## src/logic/lsu_pkg.sv

```systemverilog
// load/store unit shared types
package lsu_pkg;

   // word memory geometry
   localparam int RAM_AW    = 8;              // 256 words, byte addresses wrap at 1024
   localparam int RAM_WORDS = 1 << RAM_AW;

   // memory busy timing
   localparam int RAM_LAT    = 3;             // busy cycles of a plain access
   localparam int RAM_JITTER = 2;             // added on every second access
   localparam int RAM_CW     = $clog2(RAM_LAT + RAM_JITTER + 1);

   // load funct3 codes
   localparam logic [2:0] F3_LB  = 3'd0;
   localparam logic [2:0] F3_LH  = 3'd1;
   localparam logic [2:0] F3_LW  = 3'd2;
   localparam logic [2:0] F3_LBU = 3'd4;
   localparam logic [2:0] F3_LHU = 3'd5;

   // stores reuse the size codes 0 to 2
   // everything else is reserved

   // access width, low two bits of funct3
   typedef enum logic [1:0] {
      SZ_BYTE = 2'd0,
      SZ_HALF = 2'd1,
      SZ_WORD = 2'd2
   } access_size_t;

   // one decoded access
   // lo lanes go to word_addr, hi lanes to word_addr + 1
   typedef struct packed {
      access_size_t      size;
      logic              is_unsigned;    // funct3 bit 2
      logic [1:0]        offset;         // byte address bits 1:0
      logic [RAM_AW-1:0] word_addr;      // first word index
      logic              split;          // crosses into the next word
      logic [3:0]        mask_lo;
      logic [3:0]        mask_hi;
      logic [31:0]       data_lo;
      logic [31:0]       data_hi;
   } access_t;

endpackage

```

## src/logic/load_align.sv

```systemverilog
`timescale 1ns/1ns
// load result alignment
module load_align import lsu_pkg::*; (
   input  access_t     i_acc,
   input  logic [31:0] i_rword_lo,
   input  logic [31:0] i_rword_hi,
   output logic [31:0] o_rdata
);

   logic [63:0] pair;
   logic [31:0] shifted;
   logic        sign_b;
   logic        sign_h;

   // two words as one little-endian window
   assign pair = {i_rword_hi, i_rword_lo};

   // first loaded byte down to bit 0
   assign shifted = pair[{i_acc.offset, 3'b000} +: 32];

   assign sign_b = !i_acc.is_unsigned && shifted[7];
   assign sign_h = !i_acc.is_unsigned && shifted[15];

   always_comb begin
      case (i_acc.size)
         SZ_BYTE: begin
            o_rdata = {{24{sign_b}}, shifted[7:0]};
         end
         SZ_HALF: begin
            o_rdata = {{16{sign_h}}, shifted[15:0]};
         end
         default: begin
            o_rdata = shifted;     // full word, no extension
         end
      endcase
   end

endmodule

```

## config.mk

```make
export PLATFORM = sky130hd
export DESIGN_NAME = load_align
export DESIGN_NICKNAME = d
export VERILOG_FILES = /design/src/logic/lsu_pkg.sv /design/src/logic/load_align.sv
export SDC_FILE = /design/constraint.sdc
export NUM_CORES = 1
export LEC_CHECK = 0
export BUFFER_PORTS_ARGS = -buffer_cell sky130_fd_sc_hd__buf_4
export CORE_AREA = 2 2 70 72
export DETAILED_ROUTE_END_ITERATION = 10
export DIE_AREA = 0 0 72 74
export PLACE_DENSITY = 0.72
export SYNTH_ARGS = -nofsm -noshare
export SYNTH_HDL_FRONTEND = slang
export SYNTH_SLANG_ARGS = --single-unit
```

## constraint.sdc

```tcl
create_clock -name vclk -period 3.8
set_input_delay 0.38 -clock vclk [all_inputs]
set_output_delay 0.38 -clock vclk [all_outputs]
set_load 0.05 [all_outputs]
```

# Word-level counts from Yosys, hierarchy flattened
# Index checks and enable logic that the tools add are counted.
classes:
  reduce_logical: 4
  n_mux: 1
  eq_ne: 1
  shifts: 1
ops:
  columns: ["operator", "n"]
  rows:
  - ["$pmux 32 s2", 1]
  - ["$shiftx 64x6->32", 1]
  - ["$eq 2x1->1 const B", 1]
  - ["$logic_and 1x1->1", 2]
  - ["$logic_not 2->1", 1]
  - ["$logic_not 1->1", 1]
totals:
  reg_bits: 0
  wordCells: 7
  input_bits: 150

# Logic depth before layout (Yosys ltp)
logic_depth:
  depth_word: 3
  mapped_depth: 6
  mapped_depth_nobuf: 3

# Worst setup path after synthesis
# No wires, ideal clock.
synth_path:
  path_kind: "input to output"
  start: "in i_acc[85] in the netlist's numbering"
  end: "out o_rdata[25]"
  arrival_time_ps: 2059
  stages: 4
  path_slack_ps: 1361
  cell_sequence: "clkbuf_1 -> or2_2 -> clkbuf_1 -> o21ai_0"
synth_between:
  elab_chain_cells: 2
  word_cells_on_any_way: 3
synth_rtl:
  columns: ["item", "line", "source"]
  rows:
  - ["start: declaration", "load_align.sv:4", "input access_t i_acc,"]
  - ["$eq 2x1->1 or $logic_not 2->1 (tied branches)", "load_align.sv:25", "case (i_acc.size)"]
  - ["$pmux 32 s2 *", "load_align.sv:25", null]
  - ["end: declaration", "load_align.sv:7", "output logic [31:0] o_rdata"]
# Every way passes the cells marked *; elsewhere a longest branch is shown, timed or not.

# Worst setup path in the final report
layout_path:
  start: "in i_acc[82] in the netlist's numbering"
  end: "out o_rdata[27]"
layout_between:
  elab_chain_cells: 3
  word_cells_on_any_way: 4
layout_rtl:
  columns: ["item", "line", "source"]
  rows:
  - ["$shiftx 64x6->32 *", "load_align.sv:19", "assign shifted = pair[{i_acc.offset, 3'b000} +: 32];"]
  - ["$logic_and 1x1->1, on equally long branches", "load_align.sv:22, load_align.sv:21", null]
  - ["$pmux 32 s2 *", "load_align.sv:25", null]
# Marked as above.

==> metrics.md <==
| Metric | Value |
|---|---|
| Top cell type's share of synthesized area | `62.3%` |
| Iter 0 DRT Violations | `26` |
| Worst path bufs/invs | `2` |
| Fin crit period | `2.61 ns` |
| Final setup viols | `0` |
| Max-slew violations | `0` |
| Compound-Gate Fraction of Synth Area | `11.1%` |
| CP Max Fanout | `34` |
| Die height | `74 µm` |
| Synth Area in Simple Gates | `9.39%` |
| Post_cts resized | `0` |
| # DRC | `0` |
| CP Launch Type | `primary input` |
| Core ar. | `0.00460 mm²` |
| Setup TNS | `0 ns` |
| Critical Path Sink Type | `primary output` |
| ANT cells | `0` |
| Filler cell count | `482` |
| Seq Cell Count | `0` |
| Worst slew pin tran | `0.562 ns` |
| Hold/Removal Path Class | `primary input to primary output` |
| Layout cells sized above 1 | `70.9%` |
| Area Overhead vs Synth | `60.2%` |
| RSZ-0062 raised after global routing | `false` |
| Top area cells in the synthesized netlist | `mux4_2 (62%), nand2_1 (8.4%), mux4_1 (7.0%), o21ai_0 (6.3%), o21ai_1 (4.0%)` |
| Register Area | `0 µm²` |
| Worst Hold Launch | `i_rword_lo[5]` |
| Final Util | `39.0%` |
| Final Hold Viols | `0` |
| Die X | `72 µm` |
| Leak pwr | `0.000795 µW` |
| Antenna violations before repair | `0` |
| Largest area contributor in the netlist | `mux4_2` |
| Largest net degree at the start of global routing | `35` |
| Non-filler cells, final | `233` |
| Slew headroom | `61.8%` |
| Post-route ant nets | `0` |
| CP max stage delay | `0.59 ns` |
| Vias after detailed routing | `1279` |
| Detailed Place HPWL | `3240 µm` |
| Grt ovf | `0` |
| Vias in the first global route | `1283` |
| Vias per cell | `5.49` |
| Post CTS Setup Buffer Count | `0` |
| First-pass GRT wire length | `6310 µm` |
| Most frequent cells in the layout | `buf_4 (93), mux4_2 (31), nand2_1 (25)` |
| Worst VDD drop | `82.3 µV` |
| Pwr Total | `387 µW` |
| I/O Buffers | `93` |
| GRT Total Usage | `15.0%` |
| Largest family of logic cells by synthesized area | `multiplexers` |
| Post-Synth Adder-Cell Area | `0%` |
| Sequential fraction of the synthesis area | `0%` |
| CP Data Required Time | `3.42 ns` |
| First-pass detailed-route iteration total | `4` |
| Hold depth | `3` |
| Yosys Warn Count | `0` |
| Placed insts | `233` |
| Mux cell area share after synthesis | `71.4%` |
| CP max-delay cell | `mux4_2` |
| Crit path max-delay family | `multiplexers` |
| Placer Congestion | `0.824` |
| Endpoint, Worst Hold | `o_rdata[5]` |
| Die Footprint | `0.00533 mm²` |
| Syn nets | `251` |
| I/O pins | `182` |
| Crit share post-route | `68.7%` |
| Syn Area/Cell | `11.1 µm²` |
| Final wirelength | `4120 µm` |
| Row count | `25` |
| Library cells used by synthesis | `14` |
| WP data arrival | `2.23 ns` |
| Max_cap viols | `0` |
| Commonest non-fill, non-tap cell in the layout | `buf_4` |
| Post-Syn Instances | `101` |
| Syn Std Cell Area | `0.00112 mm²` |
| Critical Path, Cell by Cell | `buf_4 > mux4_2 > mux2i_4 > o21ai_0 > buf_4` |
| Status | `completed` |
| FMAX | `383 MHz` |
| Avg WL per Cell | `17.7 µm` |
| Most used cell along the critical path | `buf_4` |
| Worst setup path class | `primary input to primary output` |
| Power per cell area | `216 mW/mm²` |
| Xor/xnor cell area share of the yosys netlist | `0%` |
| CTS Hold Bufs | `0` |
| Clock buffer count | `0` |
| Hold_ws | `1.24 ns` |
| Layout net count | `331` |
| Initial Util | `24.4%` |
## layout make-up
class                      count  area (µm²)  area share [%]
multi-input combinational     86        1030            57.3
tap                           54        67.6            3.77
timing repair buffer          93         698            38.9
## how the worst max path moves through the flow
stage,start,to,cells after the start
after floorplan,i_acc[85],o_rdata[25],4
after global placement,i_acc[82],o_rdata[30],5
after detailed placement,i_acc[82],o_rdata[28],5
after CTS,i_acc[82],o_rdata[28],5
after global routing,i_acc[82],o_rdata[27],5
final,i_acc[82],o_rdata[27],5
## cells by family (layout without fill, tap and decap cells)
kind of cell,after synthesis,after routing
AOI/OAI and AO/OA,24,24
buffers and inverters,15,93
muxes,35,35
and+or+nand+nor,27,27
## synthesized netlist by cell type (all sizes together)
cell type,count
buf,11
mux4,34
clkbuf,4
mux2i,1
o21ai,24
nand2,25
nor3,1
or2,1
## through the flow
| step | cell area, µm² | setup WS, ns |
|---|---|---|
| 3_3_place_gp | 1790 | 1.22 |
| 2_1_floorplan | 1120 | 1.36 |
| 3_5_place_dp | 1790 | 1.19 |
| 4_1_cts | 1790 | 1.18 |
| 6_report | 1790 | 1.19 |
| 5_1_grt | 1790 | 1.03 |
## power by group
group	internal, µW	switching [µW]
clock network	0	0
logic	157	230
registers	0	0
## layer usage
metal	track usage [%]	vias up	share of wire (%)
li1	-	577	-
met1	20.3	624	42
met2	24.8	78	44
met3	5.56	0	14
met4	0.210	0	0
met5	0	-	0
Note: power is estimated with default switching activity, not from simulation.
