File: src/logic/lsu_pkg.sv
// load/store unit shared types
package lsu_pkg;

   // word memory geometry
   localparam int RAM_AW    = 8;              // 256 words, byte addresses wrap at 1024
   localparam int RAM_WORDS = 1 << RAM_AW;

   // memory busy timing
   localparam int RAM_LAT    = 3;             // busy cycles of a plain access
   localparam int RAM_JITTER = 2;             // added on every second access
   localparam int RAM_CW     = $clog2(RAM_LAT + RAM_JITTER + 1);

   // load funct3 codes
   localparam logic [2:0] F3_LB  = 3'd0;
   localparam logic [2:0] F3_LH  = 3'd1;
   localparam logic [2:0] F3_LW  = 3'd2;
   localparam logic [2:0] F3_LBU = 3'd4;
   localparam logic [2:0] F3_LHU = 3'd5;

   // stores reuse the size codes 0 to 2
   // everything else is reserved

   // access width, low two bits of funct3
   typedef enum logic [1:0] {
      SZ_BYTE = 2'd0,
      SZ_HALF = 2'd1,
      SZ_WORD = 2'd2
   } access_size_t;

   // one decoded access
   // lo lanes go to word_addr, hi lanes to word_addr + 1
   typedef struct packed {
      access_size_t      size;
      logic              is_unsigned;    // funct3 bit 2
      logic [1:0]        offset;         // byte address bits 1:0
      logic [RAM_AW-1:0] word_addr;      // first word index
      logic              split;          // crosses into the next word
      logic [3:0]        mask_lo;
      logic [3:0]        mask_hi;
      logic [31:0]       data_lo;
      logic [31:0]       data_hi;
   } access_t;

endpackage

File: src/logic/access_decode.sv
`timescale 1ns/1ns
// access decode stage
module access_decode import lsu_pkg::*; (
   input  logic [2:0]  i_funct,
   input  logic [31:0] i_addr,
   input  logic [31:0] i_wdata,
   output access_t     o_acc,
   output logic        o_illegal
);

   access_size_t size;
   logic [2:0]   nbytes;
   logic [3:0]   size_mask;
   logic [1:0]   offset;
   logic [7:0]   mask_win;     // byte lanes of the two-word window
   logic [63:0]  data_win;

   // size and sign from funct3
   always_comb begin
      size      = SZ_WORD;
      nbytes    = 3'd4;
      size_mask = 4'b1111;
      o_illegal = 1'b0;
      case (i_funct)
         F3_LB, F3_LBU: begin
            size      = SZ_BYTE;
            nbytes    = 3'd1;
            size_mask = 4'b0001;
         end
         F3_LH, F3_LHU: begin
            size      = SZ_HALF;
            nbytes    = 3'd2;
            size_mask = 4'b0011;
         end
         F3_LW: begin
            size      = SZ_WORD;
         end
         default: begin
            o_illegal = 1'b1;    // 3, 6 and 7
         end
      endcase
   end

   assign offset = i_addr[1:0];

   // place mask and data at the byte offset
   assign mask_win = {4'b0000, size_mask} << offset;
   assign data_win = {32'h0000_0000, i_wdata} << {offset, 3'b000};

   assign o_acc.size        = size;
   assign o_acc.is_unsigned = i_funct[2];
   assign o_acc.offset      = offset;
   assign o_acc.word_addr   = i_addr[RAM_AW+1:2];
   assign o_acc.split       = ({1'b0, offset} + nbytes) > 3'd4;  // spills past byte 3
   assign o_acc.mask_lo     = mask_win[3:0];
   assign o_acc.mask_hi     = mask_win[7:4];
   assign o_acc.data_lo     = data_win[31:0];
   assign o_acc.data_hi     = data_win[63:32];

endmodule

File: config.mk
export PLATFORM = sky130hd
export DESIGN_NAME = access_decode
export DESIGN_NICKNAME = d
export VERILOG_FILES = /design/src/logic/lsu_pkg.sv /design/src/logic/access_decode.sv
export SDC_FILE = /design/constraint.sdc
export NUM_CORES = 1
export LEC_CHECK = 0
export ABC_AREA = 1
export BUFFER_PORTS_ARGS = -buffer_cell sky130_fd_sc_hd__buf_2
export CORE_MARGIN = 3
export CORE_UTILIZATION = 30
export DETAILED_ROUTE_END_ITERATION = 6
export PLACE_DENSITY = 0.78
export REMOVE_ABC_BUFFERS = 1
export SLEW_MARGIN = 20
export SYNTH_ARGS = -nofsm -noshare
export SYNTH_HDL_FRONTEND = slang
export SYNTH_SLANG_ARGS = --single-unit
export TNS_END_PERCENT = 100
File: constraint.sdc
create_clock -name vclk -period 1.9
set_input_delay 0.095 -clock vclk [all_inputs]
set_output_delay 0.095 -clock vclk [all_outputs]
set_load 0.01 [all_outputs]
# Word level (Yosys, flattened, before mapping)
# Index checks and enable logic that the tools add are counted.
[totals]
out_inout_bits = 87
inputBits = 67
register_bits = 0
[classes]
order_cmp = 1
n_reduce_logical = 4
muxes = 4
n_shift = 2
add_sub_neg = 1
n_eq_ne = 4
[op_table]
columns = ["op", "n"]
rows = [
  ["$shl A32 B5 Y64", 1],
  ["$pmux W4 S2", 1],
  ["$shl A4 B2 Y8", 1],
  ["$eq A3 B3 Y1 const B", 2],
  ["$pmux W3 S2", 1],
  ["$reduce_or A5 Y1", 1],
  ["$pmux W2 S2", 1],
  ["$reduce_or A2 Y1", 2],
  ["$add A2 B3 Y3", 1],
  ["$eq A3 B1 Y1 const B", 1],
  ["$eq A3 B2 Y1 const B", 1],
  ["$gt A3 B3 Y1 const B", 1],
  ["$logic_not A3 Y1", 1],
  ["$mux W1", 1],
]

# Depth between registers and ports, before layout
# Gate-level depths: netlist of the first run.
[logic_depth]
word_depth = 5
ltp_mapped = 9
ltp_nobuf = 8

# Worst setup path after synthesis of the first run
# OpenSTA, ideal clock, no wires.
[synth_path]
path_type = "input port to output port"
start = "in i_funct[1]"
end = "out o_acc[72] (netlist name)"
path_stages = 8
arrival_time_ns = 1.286
t_required_ns = 1.805
path_slack_ns = 0.519
cell_sequence = "clkbuf_2 > inv_1 > nand2_1 > inv_1 > ha_1 > fa_1 > o21ai_0 > nor2_1"
[synth_lines]
columns = ["item", "line", "rtl"]
rows = [
  ["start, declared", "access_decode.sv:4", "input logic [2:0] i_funct,"],
  ["end, declared", "access_decode.sv:7", "output access_t o_acc,"],
]

==> results of run 1 <==
kinds of logic after synthesis:
group,count (synthesis)
AO/OA/AOI/OAI,1
adder cells (fa/ha/maj),2
buffers and inverters,77
other,1
AND/OR/NAND/NOR,190
power by group through the flow:
stage	combinational, mW	sequential, mW	clock (mW)
final	0.454	0	0
after global routing	0.509	0	0
after global placement	0.451	0	0
after detailed placement	0.456	0	0
after CTS	0.458	0	0
after floorplan	0.248	0	0
cell usage after synthesis (all sizes together):
| master | count |
|---|---|
| buf | 34 |
| clkbuf | 2 |
| conb | 1 |
| fa | 1 |
| ha | 1 |
| inv | 41 |
| nand2 | 107 |
| nand3 | 40 |
| nor2 | 35 |
| nor3 | 8 |
| o21ai | 1 |
per-stage QoR:
stage                     instances  instance area [um2]
after floorplan                 243                 1110
after global placement          403                 1740
after detailed placement        403                 1740
after CTS                       403                 1740
after global routing            403                 1740
final                           403                 1740
layout make-up:
| cell class | instances | area (um2) |
|---|---|---|
| well taps | 50 | 62.6 |
| fillers | 480 | 2460 |
| multi-input cells | 202 | 945 |
| inverters | 41 | 164 |
| repair buffers | 110 | 571 |
routing by layer:
layer,global-route usage,vias to the layer above
met5,0,-
met4,0,0
met3,0.0506,0
met2,0.285,86
met1,0.188,790
li1,-,948
final timing paths:
kind                   endpoint  slack [ns]  cells after the start
worst max-delay path  o_acc[72]        0.39                      9
worst min-delay path  o_acc[78]        0.19                      0
==> metrics.md, run 1 <==
| Metric | Value |
|---|---|
| Status | `complete, no violations` |
| Synth area leaders | `nand2_1 (26%), nand3_1 (15%), buf_4 (13%)` |
| Required time worst endpoint | `1.80 ns` |
| Routed vias/inst | `4.53` |
| Unrepaired setup endpoints after global routing | `no` |
| Setup violators final | `0` |
| Pre-CTS setup slack | `0.382 ns` |
| Met1 WL | `1890 um` |
| Cell Chain, Critical Path | `buf_2, inv_1, nand2_1, inv_1, ha_1, fa_1, o21ai_0, nor2_1, buf_2` |
| Detailed-route via count | `1824` |
| Register area | `0 um2` |
| CP Launch Type | `input port` |
| Synth Instances | `271` |
| Sequential share of the synthesized area | `0` |
| Peak Freq | `663 MHz` |
| Worst IR Drop VDD | `0.0000873 V` |
| First-pass DRT Iterations | `4` |
| Sw Ratio | `0.617` |
| Global-route wire length before repair | `7110 um` |
| Hold Fails Final Rpt | `0` |
| Met3 Wirelength | `572 um` |
| Finished Core Util | `0.415` |
| Final Hold Slack | `0.190 ns` |
| DRT iter0 DRCs | `60` |
| Routed WL | `4540 um` |
| Comb power frac | `1.000` |
| Peak fanout along the critical path | `8` |
| Vias in the first global route | `1597` |
| Setup ws final | `0.391 ns` |
| Simple-Gate Fraction of Synth Area | `0.640` |
| # resized after CTS | `0` |
| GR Overflow Total | `0` |
| Compound-Gate Fraction of Synth Area | `0.00367` |
| DR WL met2 | `2080 um` |
| Rows | `23` |
| DP HPWL | `3630 um` |
| CP max stage delay | `0.43 ns` |
| Final ANT Viol Nets | `0` |
| Diodes inserted | `0` |
| Pin count of the biggest net entering global routing | `46` |
| WL/cell | `11.3 um` |
| Clock power share | `0` |
| DRC | `0` |
| P per Cell Area | `260 nW/um2` |
| Syn avg cell area | `5.04 um2` |
| WS Path Type | `in -> out` |
| Area growth, synth to finish | `27.6%` |
| P_sw | `280 uW` |
| Post-synthesis mux area share | `0` |
| Initial antenna violation count | `0` |
| Most frequent cells in the layout | `buf_2 (107), nand2_1 (93), nand3_1 (40)` |
| Post-synth top area cell | `nand2_1` |
| Initial Util | `0.325` |
| PnR Total Power | `454 uW` |
| Period utilisation layout | `0.794` |
| Die area | `5400 um2` |
| Final slew viol count | `0` |
| Num sequential | `0` |
| Synthesized area | `1370 um2` |
| Synth warn | `0` |
| Tot GR Track Use | `0.156` |
| CTS Hold Bufs | `0` |
| Power Internal | `173 uW` |
| Max_cap viols | `0` |
| Post-CTS Setup Repair Bufs | `0` |
| Post-layout net count | `424` |
| HP Class | `in -> out` |
| Seq pwr share | `0` |
| Die width | `73.5 um` |
| CP Launch Point | `i_funct[1]` |
| Largest family of logic cells by synthesized area | `simple AND/OR/NAND/NOR gates` |
| Clock buffers | `0` |
| Adder-Cell Fraction of Synth Area | `0.0238` |
| Post-synth top area share | `0.256` |
| CP delay by family, top | `adder cells` |
| Gpl congestion | `0.773` |
| Post-synthesis cell type count | `21` |
| Max layer used | `met3` |
| CORE AREA | `4200 um2` |
| IO buf count | `107` |
| Chip height | `73.5 um` |
| Worst hold start | `i_addr[7]` |
| Slowest cell on crit path | `fa_1` |
| Worst Path Arrival | `1.41 ns` |
| Share of cells above drive strength 1 | `0.397` |
| TNS Setup | `0 ns` |
| LEAKAGE | `1.25 nW` |
| WP buf/inv | `4` |
| I/O pin count | `154` |
| Post-route minimum period | `1.51 ns` |
| Synth Area in XOR/XNOR | `0` |
| Commonest non-fill, non-tap cell in the layout | `buf_2` |
| Critical Path End Type | `primary output` |
Power figures use the tool's default switching activity.
==> run 2, diff against run 1 <==
- clock period: 1.9 -> 1.5 ns (I/O delays scaled with it)
==> run 2 against run 1 <==
  * Worst hold slack got worse by 0.040 ns
  * Design area is 0.57% higher
  * Wire length decreased by 0.57%
  * Combinational power rose by 27%
  * Largest cell class unchanged
  * Highest routed layer is now met4
==> metrics.md, run 2 (same netlist as run 1, synthesis figures left out) <==
| Metric | Value |
|---|---|
| Status | `complete, no violations` |
| Initial antenna violation count | `0` |
| Commonest non-fill, non-tap cell in the layout | `buf_2` |
| Period utilisation layout | `0.939` |
| Register area | `0 um2` |
| Num sequential | `0` |
| Final ANT Viol Nets | `0` |
| Area after DPL | `1750 um2` |
| Max_cap viols | `0` |
| Peak Freq | `710 MHz` |
| TNS Setup | `0 ns` |
| P_sw | `354 uW` |
| Power Internal | `222 uW` |
| Setup violators final | `0` |
| CP delay by family, top | `adder cells` |
| DRT iter0 DRCs | `40` |
| Finished Core Util | `0.417` |
| Chip height | `73.5 um` |
| Pin count of the biggest net entering global routing | `46` |
| Routed vias/inst | `4.53` |
| Unrepaired setup endpoints after global routing | `no` |
| CP max stage delay | `0.50 ns` |
| Comb power frac | `1.000` |
| Worst Path Arrival | `1.33 ns` |
| Clock buffers | `0` |
| CORE AREA | `4200 um2` |
| Clock power share | `0` |
| Peak fanout along the critical path | `4` |
| WS Path Type | `in -> out` |
| Area growth, synth to finish | `28.3%` |
| Seq pwr share | `0` |
| Global-route wire length before repair | `6980 um` |
| Die area | `5400 um2` |
| CP Launch Type | `input port` |
| Required time worst endpoint | `1.42 ns` |
| Rows | `23` |
| Detailed-route via count | `1841` |
| Hold Fails Final Rpt | `0` |
| Critical Path End Type | `primary output` |
| Cell Chain, Critical Path | `buf_2, inv_1, nand2_1, inv_1, ha_1, fa_1, o21ai_1, nor2_1, buf_2` |
| Sw Ratio | `0.615` |
| Gpl congestion | `0.766` |
| GR Overflow Total | `0` |
| Diodes inserted | `0` |
| DRC | `0` |
| HP Class | `in -> out` |
| P per Cell Area | `329 nW/um2` |
| Post-layout net count | `427` |
| Initial Util | `0.325` |
| Filler instances | `477` |
| Routed WL | `4510 um` |
| Most frequent cells in the layout | `buf_2 (107), nand2_1 (93), nand3_1 (40)` |
| Post-CTS Setup Repair Bufs | `0` |
| First-pass DRT Iterations | `4` |
| Share of cells above drive strength 1 | `0.402` |
| Finished Cell Area | `1750 um2` |
| DP HPWL | `3770 um` |
| Final slew viol count | `0` |
| Post-route minimum period | `1.41 ns` |
| Die width | `73.5 um` |
| Tot GR Track Use | `0.156` |
| I/O pin count | `154` |
| IO buf count | `107` |
| Slowest cell on crit path | `fa_1` |
| LEAKAGE | `1.26 nW` |
| WP buf/inv | `4` |
| Vias in the first global route | `1573` |
| WL/cell | `11.1 um` |
| Worst IR Drop VDD | `0.000116 V` |
| # resized after CTS | `0` |
| CTS Hold Bufs | `0` |
[run 2: cell count changes in the layout (fill, tap and decap cells not counted), sizes merged]
cell  change
buf       +3
[run 2: path summary, 6_finish.rpt]
path  startpoint        end  slack, ns  cells past startpoint
max   i_funct[1]  o_acc[72]       0.09                      9
min    i_addr[7]  o_acc[78]       0.15                      0
[run 2: area by class of cell]
class	instances	area (um2)	area share
repair buffers	113	581	0.331
multi-input cells	202	945	0.539
well taps	50	62.6	0.0357
inverters	41	164	0.0936
[run 2: metrics by stage]
stage,hold WS [ns],setup slack (ns),power [mW],std cells
floorplan,0.150,0.340,0.315,243
global placement,0.150,0.130,0.573,406
detailed placement,0.150,0.0584,0.581,406
CTS,0.150,0.0592,0.583,406
global route,0.150,0.00837,0.651,406
finish,0.150,0.0918,0.577,406
[run 2: power groups by stage]
stage / Combinational [mW] / Clock (mW) / Sequential [mW]
after global routing: 0.651 / 0 / 0
after global placement: 0.573 / 0 / 0
after floorplan: 0.315 / 0 / 0
after CTS: 0.583 / 0 / 0
final: 0.577 / 0 / 0
after detailed placement: 0.581 / 0 / 0
[run 2: routing by layer]
| metal | wire length [um] | up-vias | global-route usage | part of all wire |
|---|---|---|---|---|
| li1 | - | 956 | - | - |
| met1 | 1780 | 793 | 0.181 | 0.39 |
| met2 | 2150 | 90 | 0.284 | 0.48 |
| met3 | 566 | 2 | 0.0561 | 0.13 |
| met4 | 19 | 0 | 0.00805 | 0.0042 |
| met5 | 0 | - | 0 | 0 |
