$ cat src/logic/lsu_pkg.sv
// load/store unit shared types
package lsu_pkg;

   // word memory geometry
   localparam int RAM_AW    = 8;              // 256 words, byte addresses wrap at 1024
   localparam int RAM_WORDS = 1 << RAM_AW;

   // memory busy timing
   localparam int RAM_LAT    = 3;             // busy cycles of a plain access
   localparam int RAM_JITTER = 2;             // added on every second access
   localparam int RAM_CW     = $clog2(RAM_LAT + RAM_JITTER + 1);

   // load funct3 codes
   localparam logic [2:0] F3_LB  = 3'd0;
   localparam logic [2:0] F3_LH  = 3'd1;
   localparam logic [2:0] F3_LW  = 3'd2;
   localparam logic [2:0] F3_LBU = 3'd4;
   localparam logic [2:0] F3_LHU = 3'd5;

   // stores reuse the size codes 0 to 2
   // everything else is reserved

   // access width, low two bits of funct3
   typedef enum logic [1:0] {
      SZ_BYTE = 2'd0,
      SZ_HALF = 2'd1,
      SZ_WORD = 2'd2
   } access_size_t;

   // one decoded access
   // lo lanes go to word_addr, hi lanes to word_addr + 1
   typedef struct packed {
      access_size_t      size;
      logic              is_unsigned;    // funct3 bit 2
      logic [1:0]        offset;         // byte address bits 1:0
      logic [RAM_AW-1:0] word_addr;      // first word index
      logic              split;          // crosses into the next word
      logic [3:0]        mask_lo;
      logic [3:0]        mask_hi;
      logic [31:0]       data_lo;
      logic [31:0]       data_hi;
   } access_t;

endpackage

$ cat src/logic/mem_word_if.sv
`timescale 1ns/1ns
// word memory handshake
interface mem_word_if import lsu_pkg::*; ();

   logic              rd;        // read request, single cycle
   logic              we;        // write request, single cycle
   logic [RAM_AW-1:0] addr;      // word index
   logic [31:0]       wdata;
   logic [3:0]        mask;      // byte enables of wdata
   logic              busy;      // rises the cycle after a request
   logic [31:0]       rdata;     // valid once busy drops again

   // request side
   modport sequencer (
      output rd, we, addr, wdata, mask,
      input  busy, rdata
   );

   // memory side
   modport memory (
      input  rd, we, addr, wdata, mask,
      output busy, rdata
   );

endinterface

$ cat src/logic/access_sequencer.sv
`timescale 1ns/1ns
// access sequencer and APB ready timing
module access_sequencer import lsu_pkg::*; (
   input  logic          clk,
   input  logic          rst_x,
   input  logic          i_psel,
   input  logic          i_penable,
   input  logic          i_pwrite,
   input  access_t       i_acc,
   input  logic          i_illegal,
   output logic          o_pready,
   output logic          o_pslverr,
   output access_t       o_acc_q,
   output logic [31:0]   o_rword_lo,
   output logic [31:0]   o_rword_hi,
   mem_word_if.sequencer mem
);

   typedef enum logic [1:0] {
      ST_IDLE,
      ST_REQ,          // request is on the bus
      ST_WAIT,         // memory busy
      ST_DONE          // pready cycle
   } state_t;

   state_t state_q;
   logic   write_q;
   logic   second_q;   // second word of a split access
   logic   setup;
   logic   reject;
   logic   word_done;

   assign setup     = i_psel && !i_penable;
   // store funct3 has no unsigned forms
   assign reject    = i_illegal || (i_pwrite && i_acc.is_unsigned);
   assign word_done = (state_q == ST_WAIT) && !mem.busy;

   // control FSM
   always_ff @(posedge clk) begin
      if (!rst_x) begin
         state_q   <= ST_IDLE;
         write_q   <= 1'b0;
         second_q  <= 1'b0;
         o_pready  <= 1'b0;
         o_pslverr <= 1'b0;
         mem.rd    <= 1'b0;
         mem.we    <= 1'b0;
      end else begin
         case (state_q)
            ST_IDLE: begin
               if (setup) begin
                  write_q  <= i_pwrite;
                  second_q <= 1'b0;
                  if (reject) begin
                     o_pready  <= 1'b1;    // error ends the first access cycle
                     o_pslverr <= 1'b1;
                     state_q   <= ST_DONE;
                  end else begin
                     mem.rd  <= !i_pwrite;
                     mem.we  <= i_pwrite;
                     state_q <= ST_REQ;
                  end
               end
            end
            ST_REQ: begin
               mem.rd  <= 1'b0;
               mem.we  <= 1'b0;
               state_q <= ST_WAIT;
            end
            ST_WAIT: begin
               if (!mem.busy) begin
                  if (o_acc_q.split && !second_q) begin
                     second_q <= 1'b1;
                     mem.rd   <= !write_q;
                     mem.we   <= write_q;
                     state_q  <= ST_REQ;
                  end else begin
                     o_pready <= 1'b1;
                     state_q  <= ST_DONE;
                  end
               end
            end
            default: begin
               o_pready  <= 1'b0;
               o_pslverr <= 1'b0;
               state_q   <= ST_IDLE;
            end
         endcase
      end
   end

   // access capture, memory request payload and read words
   always_ff @(posedge clk) begin
      if ((state_q == ST_IDLE) && setup) begin
         o_acc_q   <= i_acc;
         mem.addr  <= i_acc.word_addr;
         mem.wdata <= i_acc.data_lo;
         mem.mask  <= i_acc.mask_lo;
      end else if (word_done && !second_q) begin
         o_rword_lo <= mem.rdata;
         mem.addr   <= o_acc_q.word_addr + 1'b1;   // wraps to word 0
         mem.wdata  <= o_acc_q.data_hi;
         mem.mask   <= o_acc_q.mask_hi;
      end
      if (word_done && second_q) begin
         o_rword_hi <= mem.rdata;
      end
   end

   a_no_req_when_busy: assert property (@(posedge clk) disable iff (!rst_x)
      mem.busy |-> !(mem.rd || mem.we));

   a_rd_we_exclusive: assert property (@(posedge clk) disable iff (!rst_x)
      !(mem.rd && mem.we));

   a_pready_pulse: assert property (@(posedge clk) disable iff (!rst_x)
      o_pready |=> !o_pready);

endmodule

$ cat src/flat_wrapper.sv
// flat-port wrapper written by rule: the top's interface ports become plain ports
module access_sequencer_flat import lsu_pkg::*;
  (clk, rst_x, i_psel, i_penable, i_pwrite, i_acc, i_illegal, o_pready, o_pslverr, o_acc_q, o_rword_lo, o_rword_hi, mem_rd, mem_we, mem_addr, mem_wdata, mem_mask, mem_busy, mem_rdata);
  mem_word_if mem_i ();
  input  logic clk;
  input  logic rst_x;
  input  logic i_psel;
  input  logic i_penable;
  input  logic i_pwrite;
  input  access_t i_acc;
  input  logic i_illegal;
  output logic o_pready;
  output logic o_pslverr;
  output access_t o_acc_q;
  output logic [31:0] o_rword_lo;
  output logic [31:0] o_rword_hi;
  output wire logic [$bits(mem_i.rd)-1:0] mem_rd;
  output wire logic [$bits(mem_i.we)-1:0] mem_we;
  output wire logic [$bits(mem_i.addr)-1:0] mem_addr;
  output wire logic [$bits(mem_i.wdata)-1:0] mem_wdata;
  output wire logic [$bits(mem_i.mask)-1:0] mem_mask;
  input wire logic [$bits(mem_i.busy)-1:0] mem_busy;
  input wire logic [$bits(mem_i.rdata)-1:0] mem_rdata;
  assign mem_rd = mem_i.rd;
  assign mem_we = mem_i.we;
  assign mem_addr = mem_i.addr;
  assign mem_wdata = mem_i.wdata;
  assign mem_mask = mem_i.mask;
  assign mem_i.busy = mem_busy;
  assign mem_i.rdata = mem_rdata;
  access_sequencer u_core (.clk(clk), .rst_x(rst_x), .i_psel(i_psel), .i_penable(i_penable), .i_pwrite(i_pwrite), .i_acc(i_acc), .i_illegal(i_illegal), .o_pready(o_pready), .o_pslverr(o_pslverr), .o_acc_q(o_acc_q), .o_rword_lo(o_rword_lo), .o_rword_hi(o_rword_hi), .mem(mem_i));
endmodule
$ cat config.mk
export PLATFORM = sky130hd
export DESIGN_NAME = access_sequencer_flat
export DESIGN_NICKNAME = d
export VERILOG_FILES = /design/src/logic/lsu_pkg.sv /design/src/logic/mem_word_if.sv /design/src/logic/access_sequencer.sv /design/src/flat_wrapper.sv
export SDC_FILE = /design/constraint.sdc
export NUM_CORES = 1
export LEC_CHECK = 0
export BUFFER_PORTS_ARGS = -buffer_cell sky130_fd_sc_hd__buf_2
export CORE_ASPECT_RATIO = 0.5
export CORE_MARGIN = 2
export CORE_UTILIZATION = 41
export CTS_BUF_LIST = sky130_fd_sc_hd__clkbuf_8
export DETAILED_ROUTE_END_ITERATION = 10
export PLACE_DENSITY = 0.72
export SYNTH_ARGS = -nofsm -noshare
export SYNTH_HDL_FRONTEND = slang
export SYNTH_SLANG_ARGS = --single-unit
$ cat constraint.sdc
create_clock -name clk -period 6.9 [get_ports clk]
set_input_delay 0.69 -clock clk [delete_from_list [all_inputs] [get_ports clk]]
set_output_delay 0.69 -clock clk [all_outputs]
set_load 0.02 [all_outputs]
# Yosys cells after proc, flatten, opt, wreduce, memory -nomap -nowiden
# Index checks and enable logic that the tools add are counted.
# Widths: inputs -> output; s select.
dict set report totals {
  ff_bits 202
  in_bits 125
  output_inout_bits 198
  wordCells 89
}
dict set report op_classes {
  n_addsub 1
  n_eq_ne 8
  mux 31
  bitwise 3
  n_reduce_logical 25
}
# op count
set ops {}
lappend ops {{$mux 32} 2}
lappend ops {{$mux 8} 2}
lappend ops {{$mux 1} 15}
lappend ops {{$reduce_and 5->1} 2}
lappend ops {{$pmux 1 s3} 3}
lappend ops {{$add 8x1->8 const B} 1}
lappend ops {{$mux 2} 4}
lappend ops {{$mux 4} 2}
lappend ops {{$ne 2x2->1 const B} 4}
lappend ops {{$logic_and 1x1->1} 7}
lappend ops {{$pmux 2 s3} 1}
lappend ops {{$reduce_and 2->1} 3}
lappend ops {{$logic_not 1->1} 5}
lappend ops {{$ne 2x1->1 const B} 2}
lappend ops {{$pmux 1 s2} 2}
lappend ops {{$reduce_and 4->1} 1}
lappend ops {{$reduce_bool 2->1} 2}
lappend ops {{$not 1->1} 3}
lappend ops {{$reduce_and 3->1} 1}
lappend ops {{$reduce_bool 3->1} 1}
lappend ops {{$eq 2x1->1 const B} 1}
lappend ops {{$eq 2x2->1 const B} 1}
lappend ops {{$logic_not 2->1} 1}
lappend ops {{$reduce_or 2->1} 1}
lappend ops {{$logic_or 1x1->1} 1}

# Logic depth before layout (Yosys ltp)
# Gate-level depths: netlist (run 1).
dict set report logic_depth {
  word_depth 5
  ltp_mapped 8
  mapped_depth_nobuf 8
}

# Worst setup path before layout (run 1)
# Ideal clock, no wire load.
dict set report synth_timing {
  path_type {input-to-reg}
  startpoint {input i_penable}
  endpoint {register u_core.o_rword_lo[0], enable pin}
  arrival_ns 3.411
  slack_ns 3.028
  cell_stages 5
  path_buffers 1
  path_cell_list {nand2b_4 > or2_4 > inv_2 > buf_4 > nor3_1}
}
dict set report synth_between {
  elab_chain_cells 5
}
# item line
set synth_rtl {}
lappend synth_rtl {{from (decl)} flat_wrapper.sv:8} ;# input logic i_penable;
lappend synth_rtl {{$logic_not 1->1} access_sequencer.sv:33} ;# assign setup = i_psel && !i_penable;
lappend synth_rtl {{$logic_and 1x1->1} access_sequencer.sv:33}
lappend synth_rtl {{$logic_and 1x1->1} access_sequencer.sv:94} ;# if ((state_q == ST_IDLE) && setup) begin
lappend synth_rtl {{$not 1->1 (no source line)} n/a}
lappend synth_rtl {{$reduce_and 2->1 (no source line)} n/a}
lappend synth_rtl {{to (signal assigned)} access_sequencer.sv:100} ;# o_rword_lo <= mem.rdata;
lappend synth_rtl {{to (decl)} access_sequencer.sv:14} ;# output logic [31:0] o_rword_lo,
# Every way passes these cells.
# A chain may end at the register's enable or synchronous reset.

# Worst setup path after layout (run 1)
dict set report layout_timing {
  startpoint {register u_core.state_q[0]}
  endpoint {register, netlist name u_core.o_acc_q[9]}
}
dict set report layout_between {
  elab_chain_cells 2
}
# item line
set layout_rtl {}
lappend layout_rtl {{from (decl)} access_sequencer.sv:26} ;# state_t state_q;
lappend layout_rtl {{from (signal assigned)} access_sequencer.sv:41} ;# state_q <= ST_IDLE;
lappend layout_rtl {{from (signal assigned)} access_sequencer.sv:57} ;# state_q <= ST_DONE;
lappend layout_rtl {{from (signal assigned)} access_sequencer.sv:61} ;# state_q <= ST_REQ;
lappend layout_rtl {{$logic_not 2->1} access_sequencer.sv:94}
lappend layout_rtl {{$logic_and 1x1->1} access_sequencer.sv:94}
# Every way passes these cells.

==> flow_metrics.py, run 1 <==
metrics = {
    "placed_design": {
        "dp.cells": 945,
        "dpl_cell_area_um2": 8890,
        "portBuffers": 322,
        "place_ws_ns": 3.64,
        "hpwl_um": 12200,
        "place_congestion": 0.839,
    },
    "worst_setup_path": {
        "cp_max_fo": 71,
        "cp-start-kind": "register",
        "arrival_ns": 3.19,
        "worstSetupEndpointType": "register",
        "critPathKind": "reg -> reg",
        "worstPathRequired_ns": 7.04,
    },
    "yosys": {
        "synthTopCellsByArea": "edfxtp_1 83%, nand2_1 6.3%, dfxtp_1 2.3%",
        "synthCells": 402,
        "synth-async-reset-ratio_pct": 0,
        "synth_area_um2": 7010,
        "synthDistinctLibCells": 36,
        "ys.flop_type": "edfxtp_1",
        "ys_seq_elements": 202,
        "yosysSeqAreaShare_pct": 85.4,
        "postSynthAreaPerCell_um2": 17.4,
        "synth.largest_area_cell": "edfxtp_1",
        "syn_nets": 534,
        "yosysTopAreaCellShare_pct": 83.1,
        "yosysWarningCount": 0,
        "synth-edff-count": 194,
    },
    "clock_tree": {
        "clk_latency_ns": 0.53,
        "cts_max_level": 1,
        "cts_buffers": 29,
        "cts_sinks": 202,
        "cts_resized": 0,
        "cts_hold_buf": 0,
        "clk_pin_slew_ns": 0.07,
        "cts_tree": "yes",
        "clock-root-buffer": "clkbuf_8",
        "postCtsSetupBuffers": 0,
        "clk_path_buf_depth": 3,
    },
    "die": {
        "num_rows": 33,
        "die_w_um": 189,
        "die_y_um": 96.5,
        "start_util_pct": 42.3,
        "die_area_um2": 18200,
        "num_io_pins": 323,
        "core_um2": 16600,
    },
    "run_status": {
        "status": "completed",
    },
    "pwr": {
        "p_leak_nw": 3.96,
        "powerDensity_nw_per_um2": 348,
        "max-vdd-ir-drop_mv": 0.195,
        "power_mw": 3.26,
    },
    "final_layout": {
        "layout-drive-gt1-share_pct": 47.9,
        "n_fill_cell": 1346,
        "stdcell_area_um2": 9380,
        "final_common_cell": "buf_2",
        "layout.cells.non_filler": 997,
        "area_growth_pct": 33.8,
        "final_cell_mix": "322 x buf_2, 194 x edfxtp_1, 118 x nand2_1",
        "nNetsFinal": 881,
    },
    "timing": {
        "fin_tns_setup_ns": 0,
        "rsz0062_at_grt": "no",
        "tightest_slew_ns": 1.01,
        "max_freq_mhz": 328,
        "timing.final.crit_period_ns": 3.05,
        "relSlewSlack_pct": 32.4,
        "finalSetupViolCount": 0,
        "finalHoldViolCount": 0,
        "drv_slew": 0,
        "fin_ws_ns": 3.85,
        "skew_ns": 0.0203,
        "timing.final.crit_share_pct": 44.2,
    },
    "route": {
        "drt-total-wl_um": 16800,
        "routed_via_density": 4.58,
        "vias": 4565,
        "ant_nets": 0,
        "post_drt_wl_per_cell_um": 16.9,
        "drt_iter0_drc": 257,
        "drc_errors": 0,
        "firstDrtPassIters": 5,
    },
    "global_route": {
        "grt_pass1_vias": 4314,
        "grt_max_degree": 72,
        "overflow": 0,
        "grt_pass1_wl_um": 23700,
        "grt_use_total_pct": 17.2,
        "antenna_found_initial": 1,
    },
    "job": {
        "maxCapViolations": 0,
    },
    "worst_hold_path": {
        "worstHoldPathType": "in -> reg",
    },
}
[path summary, 6_finish.rpt]
| path | end | slack [ns] | cells after the start | start |
|---|---|---|---|---|
| min | u_core.o_acc_q[10]$_DFFE_PP_ | 0.33 | 1 | i_acc[10] |
| min reg2reg | u_core.mem.wdata[28]$_DFFE_PP_ | 0.53 | 2 | u_core.o_acc_q[28]$_DFFE_PP_ |
| max reg2reg | u_core.o_acc_q[9]$_DFFE_PP_ | 3.85 | 6 | u_core.state_q[0]$_SDFFE_PN0P_ |
| max | u_core.o_acc_q[9]$_DFFE_PP_ | 3.85 | 6 | u_core.state_q[0]$_SDFFE_PN0P_ |
[sequential cells by signal, summed over array words and instances (netlist names), 2 cells and up]
signal and flops:
u_core.o_acc_q 86, u_core.mem.wdata 32, u_core.o_rword_hi 32, u_core.o_rword_lo 32, u_core.mem.addr 8, u_core.mem.mask 4
u_core.state_q 2
[cell families after synthesis]
kind of cell	after synthesis	synth area share (%)
AO/OA/AOI/OAI	27	2.95
XOR/XNOR	6	0.750
flip-flops	202	85.4
buffers and inverters	18	1.46
adder cells (fa/ha/maj)	7	1.25
AND/OR/NAND/NOR	142	8.21
[final cells by class]
class | instances | area (um^2) | share of cell area (%)
well taps | 227 | 284 | 3.03
repair buffers | 325 | 1630 | 17.4
inverters | 9 | 36.3 | 0.387
diodes | 1 | 2.50 | 0.0267
clock inverters | 22 | 90.1 | 0.961
flip-flops and latches | 202 | 5990 | 63.8
multi-input cells | 182 | 946 | 10.1
clock buffers | 29 | 399 | 4.26
[power breakdown]
group	internal (mW)	switching, mW
registers	1.60	0.0677
logic	0.234	0.552
clock network	0.389	0.424
total	2.22	1.04
[layer usage]
layer / part of all wire (%) / vias to the layer above / global-route usage (%)
met2: 52 / 162 / 30.8
met3: 5.5 / 29 / 3.65
met4: 2.2 / 0 / 6.25
met5: 0 / - / 0
li1: - / 2170 / -
met1: 40 / 2204 / 21.2
[synthesized netlist by cell type, drive strengths merged (2+ instances only)]
library cell,instances
and3,2
xor2,5
buf,8
nand3,5
dfxtp,8
nand2,118
inv,8
a21oi,5
edfxtp,194
nor2b,2
a31oi,3
nor2,7
or2,2
nor3,4
a221oi,2
o21ai,8
a311oi,3
ha,7
[per-stage QoR]
step	util [%]	hold WS [ns]
floorplan	-	0.508
detailed placement	53.7	0.518
CTS	56.6	0.289
global placement	53.7	0.500
finish	56.6	0.326
global route	56.6	0.280
[worst max-delay path, cell delays in order (launching register included)]
cell and delay [ns]:
dfxtp_1 0.34, inv_1 0.14, ha_1 0.18, clkinv_1 0.09, or2_4 0.43, inv_4 0.63, buf_4 0.77
Note: power is estimated with default switching activity, not from simulation.
==> run 2, diff against run 1 <==
Settings changed: ABC_AREA from default to 1, PLACE_DENSITY 0.72 to 0.71.
Clock period 6.9 ns to 3.08 ns, I/O delays scaled along.
==> run 2 against run 1 <==
Effect of this change: synthesized area is 0.27% higher; via count increased by 13%; worst setup slack lost 2.8 ns; clock skew decreased by 0.0060 ns; non-clock buffer count is 120 higher.
==> flow_metrics.py, run 2 <==
metrics = {
    "run_status": {
        "status": "completed",
    },
    "placed_design": {
        "place_congestion": 0.867,
        "dp.cells": 984,
        "hpwl_um": 11300,
        "portBuffers": 322,
        "place_ws_ns": 1.04,
    },
    "timing": {
        "rsz0062_at_grt": "no",
        "drv_slew": 0,
        "timing.final.crit_share_pct": 66.6,
        "relSlewSlack_pct": 57.0,
        "max_freq_mhz": 488,
        "finalSetupViolCount": 0,
        "skew_ns": 0.0143,
        "fin_ws_ns": 1.03,
        "tightest_slew_ns": 0.645,
        "finalHoldViolCount": 0,
        "timing.final.crit_period_ns": 2.05,
        "fin_tns_setup_ns": 0,
    },
    "yosys": {
        "yosysTopAreaCellShare_pct": 82.9,
        "ys.flop_type": "edfxtp_1",
        "syn_nets": 571,
        "synth.largest_area_cell": "edfxtp_1",
        "synthDistinctLibCells": 22,
        "yosysWarningCount": 0,
        "yosysSeqAreaShare_pct": 85.2,
        "ys_seq_elements": 202,
        "yosys-top-cells-count": "194 x edfxtp_1, 154 x nand2_1, 16 x inv_1",
        "synth-async-reset-ratio_pct": 0,
        "synthCells": 439,
        "synth-edff-count": 194,
        "yosysMostFrequentCell": "edfxtp_1",
        "synthTopCellsByArea": "edfxtp_1 83%, nand2_1 8.2%, dfxtp_1 2.3%",
        "postSynthAreaPerCell_um2": 16.0,
        "synth_area_um2": 7030,
    },
    "global_route": {
        "grt_pass1_wl_um": 26300,
        "grt_max_degree": 134,
        "overflow": 0,
        "grt_pass1_vias": 5291,
        "grt_use_total_pct": 18.6,
        "antenna_found_initial": 0,
    },
    "clock_tree": {
        "clk_latency_ns": 0.54,
        "cts_tree": "yes",
        "cts_sinks": 202,
        "clock-root-buffer": "clkbuf_8",
        "cts_resized": 0,
        "cts_buffers": 29,
        "clk_path_buf_depth": 3,
        "cts_max_level": 1,
        "clk_pin_slew_ns": 0.07,
    },
    "final_layout": {
        "num_antenna_cells": 0,
        "layout-drive-gt1-share_pct": 39.7,
        "nNetsFinal": 1038,
        "regMostFlops": "u_core.o_acc_q",
        "final_common_cell": "buf_2",
        "final_cell_mix": "322 x buf_2, 194 x edfxtp_1, 153 x nand2_1",
        "largest_reg_flops": 86,
        "layout.cells.non_filler": 1156,
        "area_growth_pct": 52.1,
    },
    "route": {
        "firstDrtPassIters": 4,
        "drt_iter0_drc": 218,
        "top_layer": "met4",
        "drc_errors": 0,
        "wl_met2_um": 9530,
        "routed_via_density": 4.45,
        "m1WireLength_um": 6660,
        "ant_nets": 0,
        "vias": 5140,
        "post_drt_wl_per_cell_um": 15.5,
        "drt-total-wl_um": 17900,
        "wl_met3_um": 1200,
    },
    "worst_setup_path": {
        "critPathKind": "reg -> reg",
        "cp-start-kind": "register",
        "cp_max_fo": 133,
        "reg2reg_slack_ns": 1.03,
        "arrival_ns": 2.31,
        "worstSetupEndpointType": "register",
        "worstPathRequired_ns": 3.34,
    },
    "pwr": {
        "powerDensity_nw_per_um2": 697,
        "max-vdd-ir-drop_mv": 0.423,
        "p_leak_nw": 4.61,
    },
    "die": {
        "die_area_um2": 18300,
        "core_um2": 16600,
        "die_w_um": 189,
        "num_io_pins": 323,
        "num_rows": 33,
        "start_util_pct": 42.5,
        "die_y_um": 96.6,
    },
    "worst_hold_path": {
        "worstHoldPathType": "in -> reg",
    },
    "job": {
        "maxCapViolations": 0,
    },
}
[run 2: metrics by stage]
step,hold WS (ns),area (um^2),total power [mW],utilization [%]
after detailed placement,0.444,8950,5.36,54.1
after global routing,0.0413,10700,7.82,64.6
final,0.0655,10700,7.46,64.6
after floorplan,0.407,7040,4.72,-
after CTS,0.0363,10700,7.51,64.6
after global placement,0.440,8950,5.33,54.1
[run 2: power breakdown]
part / switching, mW / internal, mW
Sequential: 0.137 / 3.54
Clock: 0.982 / 1.05
Combinational: 1.17 / 0.580
[run 2: cells by family (layout without fill, tap and decap cells)]
logic type	count (synthesis)	count (layout)	synth area share, %
AO/OA/AOI/OAI	15	15	1.19
XOR/XNOR	2	2	0.249
adder cells (fa/ha/maj)	7	7	1.25
buffers and inverters	26	516	1.67
flip-flops	202	202	85.2
AND/OR/NAND/NOR	187	187	10.5
[run 2: timing repair]
item | in CTS | in global routing
buffers inserted | 0 | 0
endpoints found under the hold margin | 150 | 0
hold buffers | 118 | 0
[run 2: path summary, 6_finish.rpt]
kind                                         to                           start  depth (start not counted)
hold / removal       u_core.mem.rd$_SDFFE_PN0P_                           rst_x                          3
hold reg to reg   u_core.o_pslverr$_SDFFE_PN0P_   u_core.o_pslverr$_SDFFE_PN0P_                          2
setup reg to reg   u_core.mem.addr[3]$_DFFE_PP_  u_core.state_q[0]$_SDFFE_PN0P_                          6
setup / recovery   u_core.mem.addr[3]$_DFFE_PP_  u_core.state_q[0]$_SDFFE_PN0P_                          6
[run 2: layout make-up]
type | count | area, um^2
flip-flops and latches | 202 | 5990
fillers | 1200 | 5860
repair buffers | 445 | 2860
multi-input cells | 211 | 942
clock buffers | 29 | 399
well taps | 227 | 284
clock inverters | 25 | 160
inverters | 17 | 66.3
[run 2: worst max-delay path, cell delays in order (launching register included)]
cell	delay, ns
dfxtp_1	0.33
inv_1	0.15
ha_1	0.21
nand3_2	0.24
inv_4	0.14
buf_12	0.49
o21ai_0	0.17
[run 2: layer usage]
metal,vias up,global-route usage [%]
li1,2487,-
met1,2395,20.2
met2,211,35.7
met3,47,4.69
met4,0,7.55
met5,-,0
==> run 3, diff against run 2 <==
Clock period 3.08 ns to 1.9 ns, I/O delays scaled along.
==> run 3 against run 2 <==
Effect of this change: sequential cell count unchanged; worst setup slack worse by 0.85 ns; utilization up 0.42 points; via count increased by 2.8%; worst hold slack worse by 0.011 ns; count of clock-buffer cells in the layout is 1 higher; sequential power grew 63%; critical path depth is 1 higher; power increased by 63%; clock power is 59% higher; final area rose by 0.65%; critical path type unchanged; largest power group unchanged; highest routed layer unchanged.
==> flow_metrics.py, run 3 (synthesized netlist as in run 2, its figures left out) <==
metrics = {
    "global_route": {
        "grt_max_degree": 79,
        "overflow": 0,
        "antenna_found_initial": 0,
        "grt_pass1_wl_um": 26700,
        "grt_use_total_pct": 19.0,
        "grt_pass1_vias": 5264,
    },
    "timing": {
        "tightest_slew_ns": 0.484,
        "skew_ns": 0.0194,
        "rsz0062_at_grt": "no",
        "hold_ws_ns": 0.0549,
        "relSlewSlack_pct": 67.7,
        "timing.final.crit_share_pct": 90.8,
        "finalHoldViolCount": 0,
        "finalSetupViolCount": 0,
        "timing.final.crit_period_ns": 1.72,
        "max_freq_mhz": 580,
        "drv_slew": 0,
        "fin_ws_ns": 0.176,
        "fin_tns_setup_ns": 0,
    },
    "final_layout": {
        "layout.cells.non_filler": 1159,
        "layout-drive-gt1-share_pct": 40.1,
        "num_antenna_cells": 0,
        "regMostFlops": "u_core.o_acc_q",
        "area_growth_pct": 53.1,
        "final_common_cell": "buf_2",
        "largest_reg_flops": 86,
        "nNetsFinal": 1042,
        "final_cell_mix": "322 x buf_2, 194 x edfxtp_1, 153 x nand2_1",
    },
    "die": {
        "start_util_pct": 42.5,
        "die_area_um2": 18300,
        "num_io_pins": 323,
        "die_w_um": 189,
        "core_um2": 16600,
        "die_y_um": 96.6,
        "num_rows": 33,
    },
    "route": {
        "drt-total-wl_um": 18600,
        "vias": 5282,
        "post_drt_wl_per_cell_um": 16.0,
        "ant_nets": 0,
        "routed_via_density": 4.56,
        "drc_errors": 0,
        "firstDrtPassIters": 7,
        "drt_iter0_drc": 246,
    },
    "placed_design": {
        "hpwl_um": 11700,
        "portBuffers": 322,
        "place_congestion": 0.863,
        "place_ws_ns": 0.219,
        "dp.cells": 986,
    },
    "pwr": {
        "power_mw": 12.1,
        "powerDensity_nw_per_um2": 1130,
        "p_leak_nw": 4.65,
        "max-vdd-ir-drop_mv": 0.605,
    },
    "clock_tree": {
        "cts_sinks": 202,
        "clk_path_buf_depth": 3,
        "cts_hold_buf": 120,
        "cts_buffers": 29,
        "clk_latency_ns": 0.54,
        "clock-root-buffer": "clkbuf_8",
        "cts_max_level": 1,
        "cts_resized": 0,
        "postCtsSetupBuffers": 0,
        "clk_pin_slew_ns": 0.07,
        "cts_tree": "yes",
    },
    "worst_setup_path": {
        "worstPathRequired_ns": 2.12,
        "cp-start-kind": "register",
        "critPathKind": "reg -> reg",
        "arrival_ns": 1.95,
        "cp_max_fo": 13,
        "worstSetupEndpointType": "register",
    },
    "worst_hold_path": {
        "worstHoldPathType": "in -> reg",
    },
    "job": {
        "maxCapViolations": 0,
    },
    "run_status": {
        "status": "completed",
    },
}
[run 3: cell count changes in the layout (fill, tap and decap cells not counted), moves of 2 or more]
| cell | before | now |
|---|---|---|
| dlygate4sd3_1 | 118 | 120 |
| buf_12 | 2 | 5 |
| clkinvlp_4 | 3 | 0 |
| inv_2 | 0 | 2 |
| dfxtp_1 | 8 | 6 |
| dfxtp_2 | 0 | 2 |
[run 3: cell type report]
cell class / count / area [um^2]
timing repair buffer: 449 / 2930
clock inverter: 23 / 116
sequential: 202 / 5990
clock buffer: 30 / 413
multi-input combinational: 211 / 967
tap: 227 / 284
inverter: 17 / 66.3
fill: 1242 / 5790
[run 3: critical path, stage by stage (launching register included)]
cell	delay, ns
dfxtp_2	0.34
inv_2	0.11
ha_1	0.26
inv_1	0.12
nor2_1	0.11
nand2_1	0.12
nand2_2	0.12
buf_4	0.23
[run 3: routing by layer]
metal / vias to the layer above / GRT usage, % / wire [um]
met5: - / 0 / 0
met1: 2518 / 20.9 / 7020
li1: 2499 / - / -
met3: 57 / 4.44 / 1110
met4: 0 / 8.72 / 734
met2: 208 / 36.0 / 9700
[run 3: metrics by stage]
step           util [%]  instance area, um^2
6_report           65.0                10800
5_1_grt            65.0                10800
4_1_cts            65.0                10800
3_5_place_dp       54.6                 9030
3_3_place_gp       54.6                 9030
2_1_floorplan         -                 7100
[run 3: final timing paths]
kind	from	end	depth (start not counted)	slack (ns)
worst max register to register	u_core.state_q[0]$_SDFFE_PN0P_	u_core.mem.wdata[22]$_DFFE_PP_	7	0.18
worst min-delay path	i_illegal	u_core.o_pready$_SDFFE_PN0P_	5	0.05
worst min register to register	u_core.o_pslverr$_SDFFE_PN0P_	u_core.o_pslverr$_SDFFE_PN0P_	2	0.45
worst max-delay path	u_core.state_q[0]$_SDFFE_PN0P_	u_core.mem.wdata[22]$_DFFE_PP_	7	0.18
[run 3: report_power, final]
part / internal, mW / switching [mW] / total, mW
Clock: 1.59 / 1.62 / 3.22
Combinational: 0.998 / 1.94 / 2.94
Sequential: 5.73 / 0.236 / 5.97
Total: 8.32 / 3.80 / 12.1
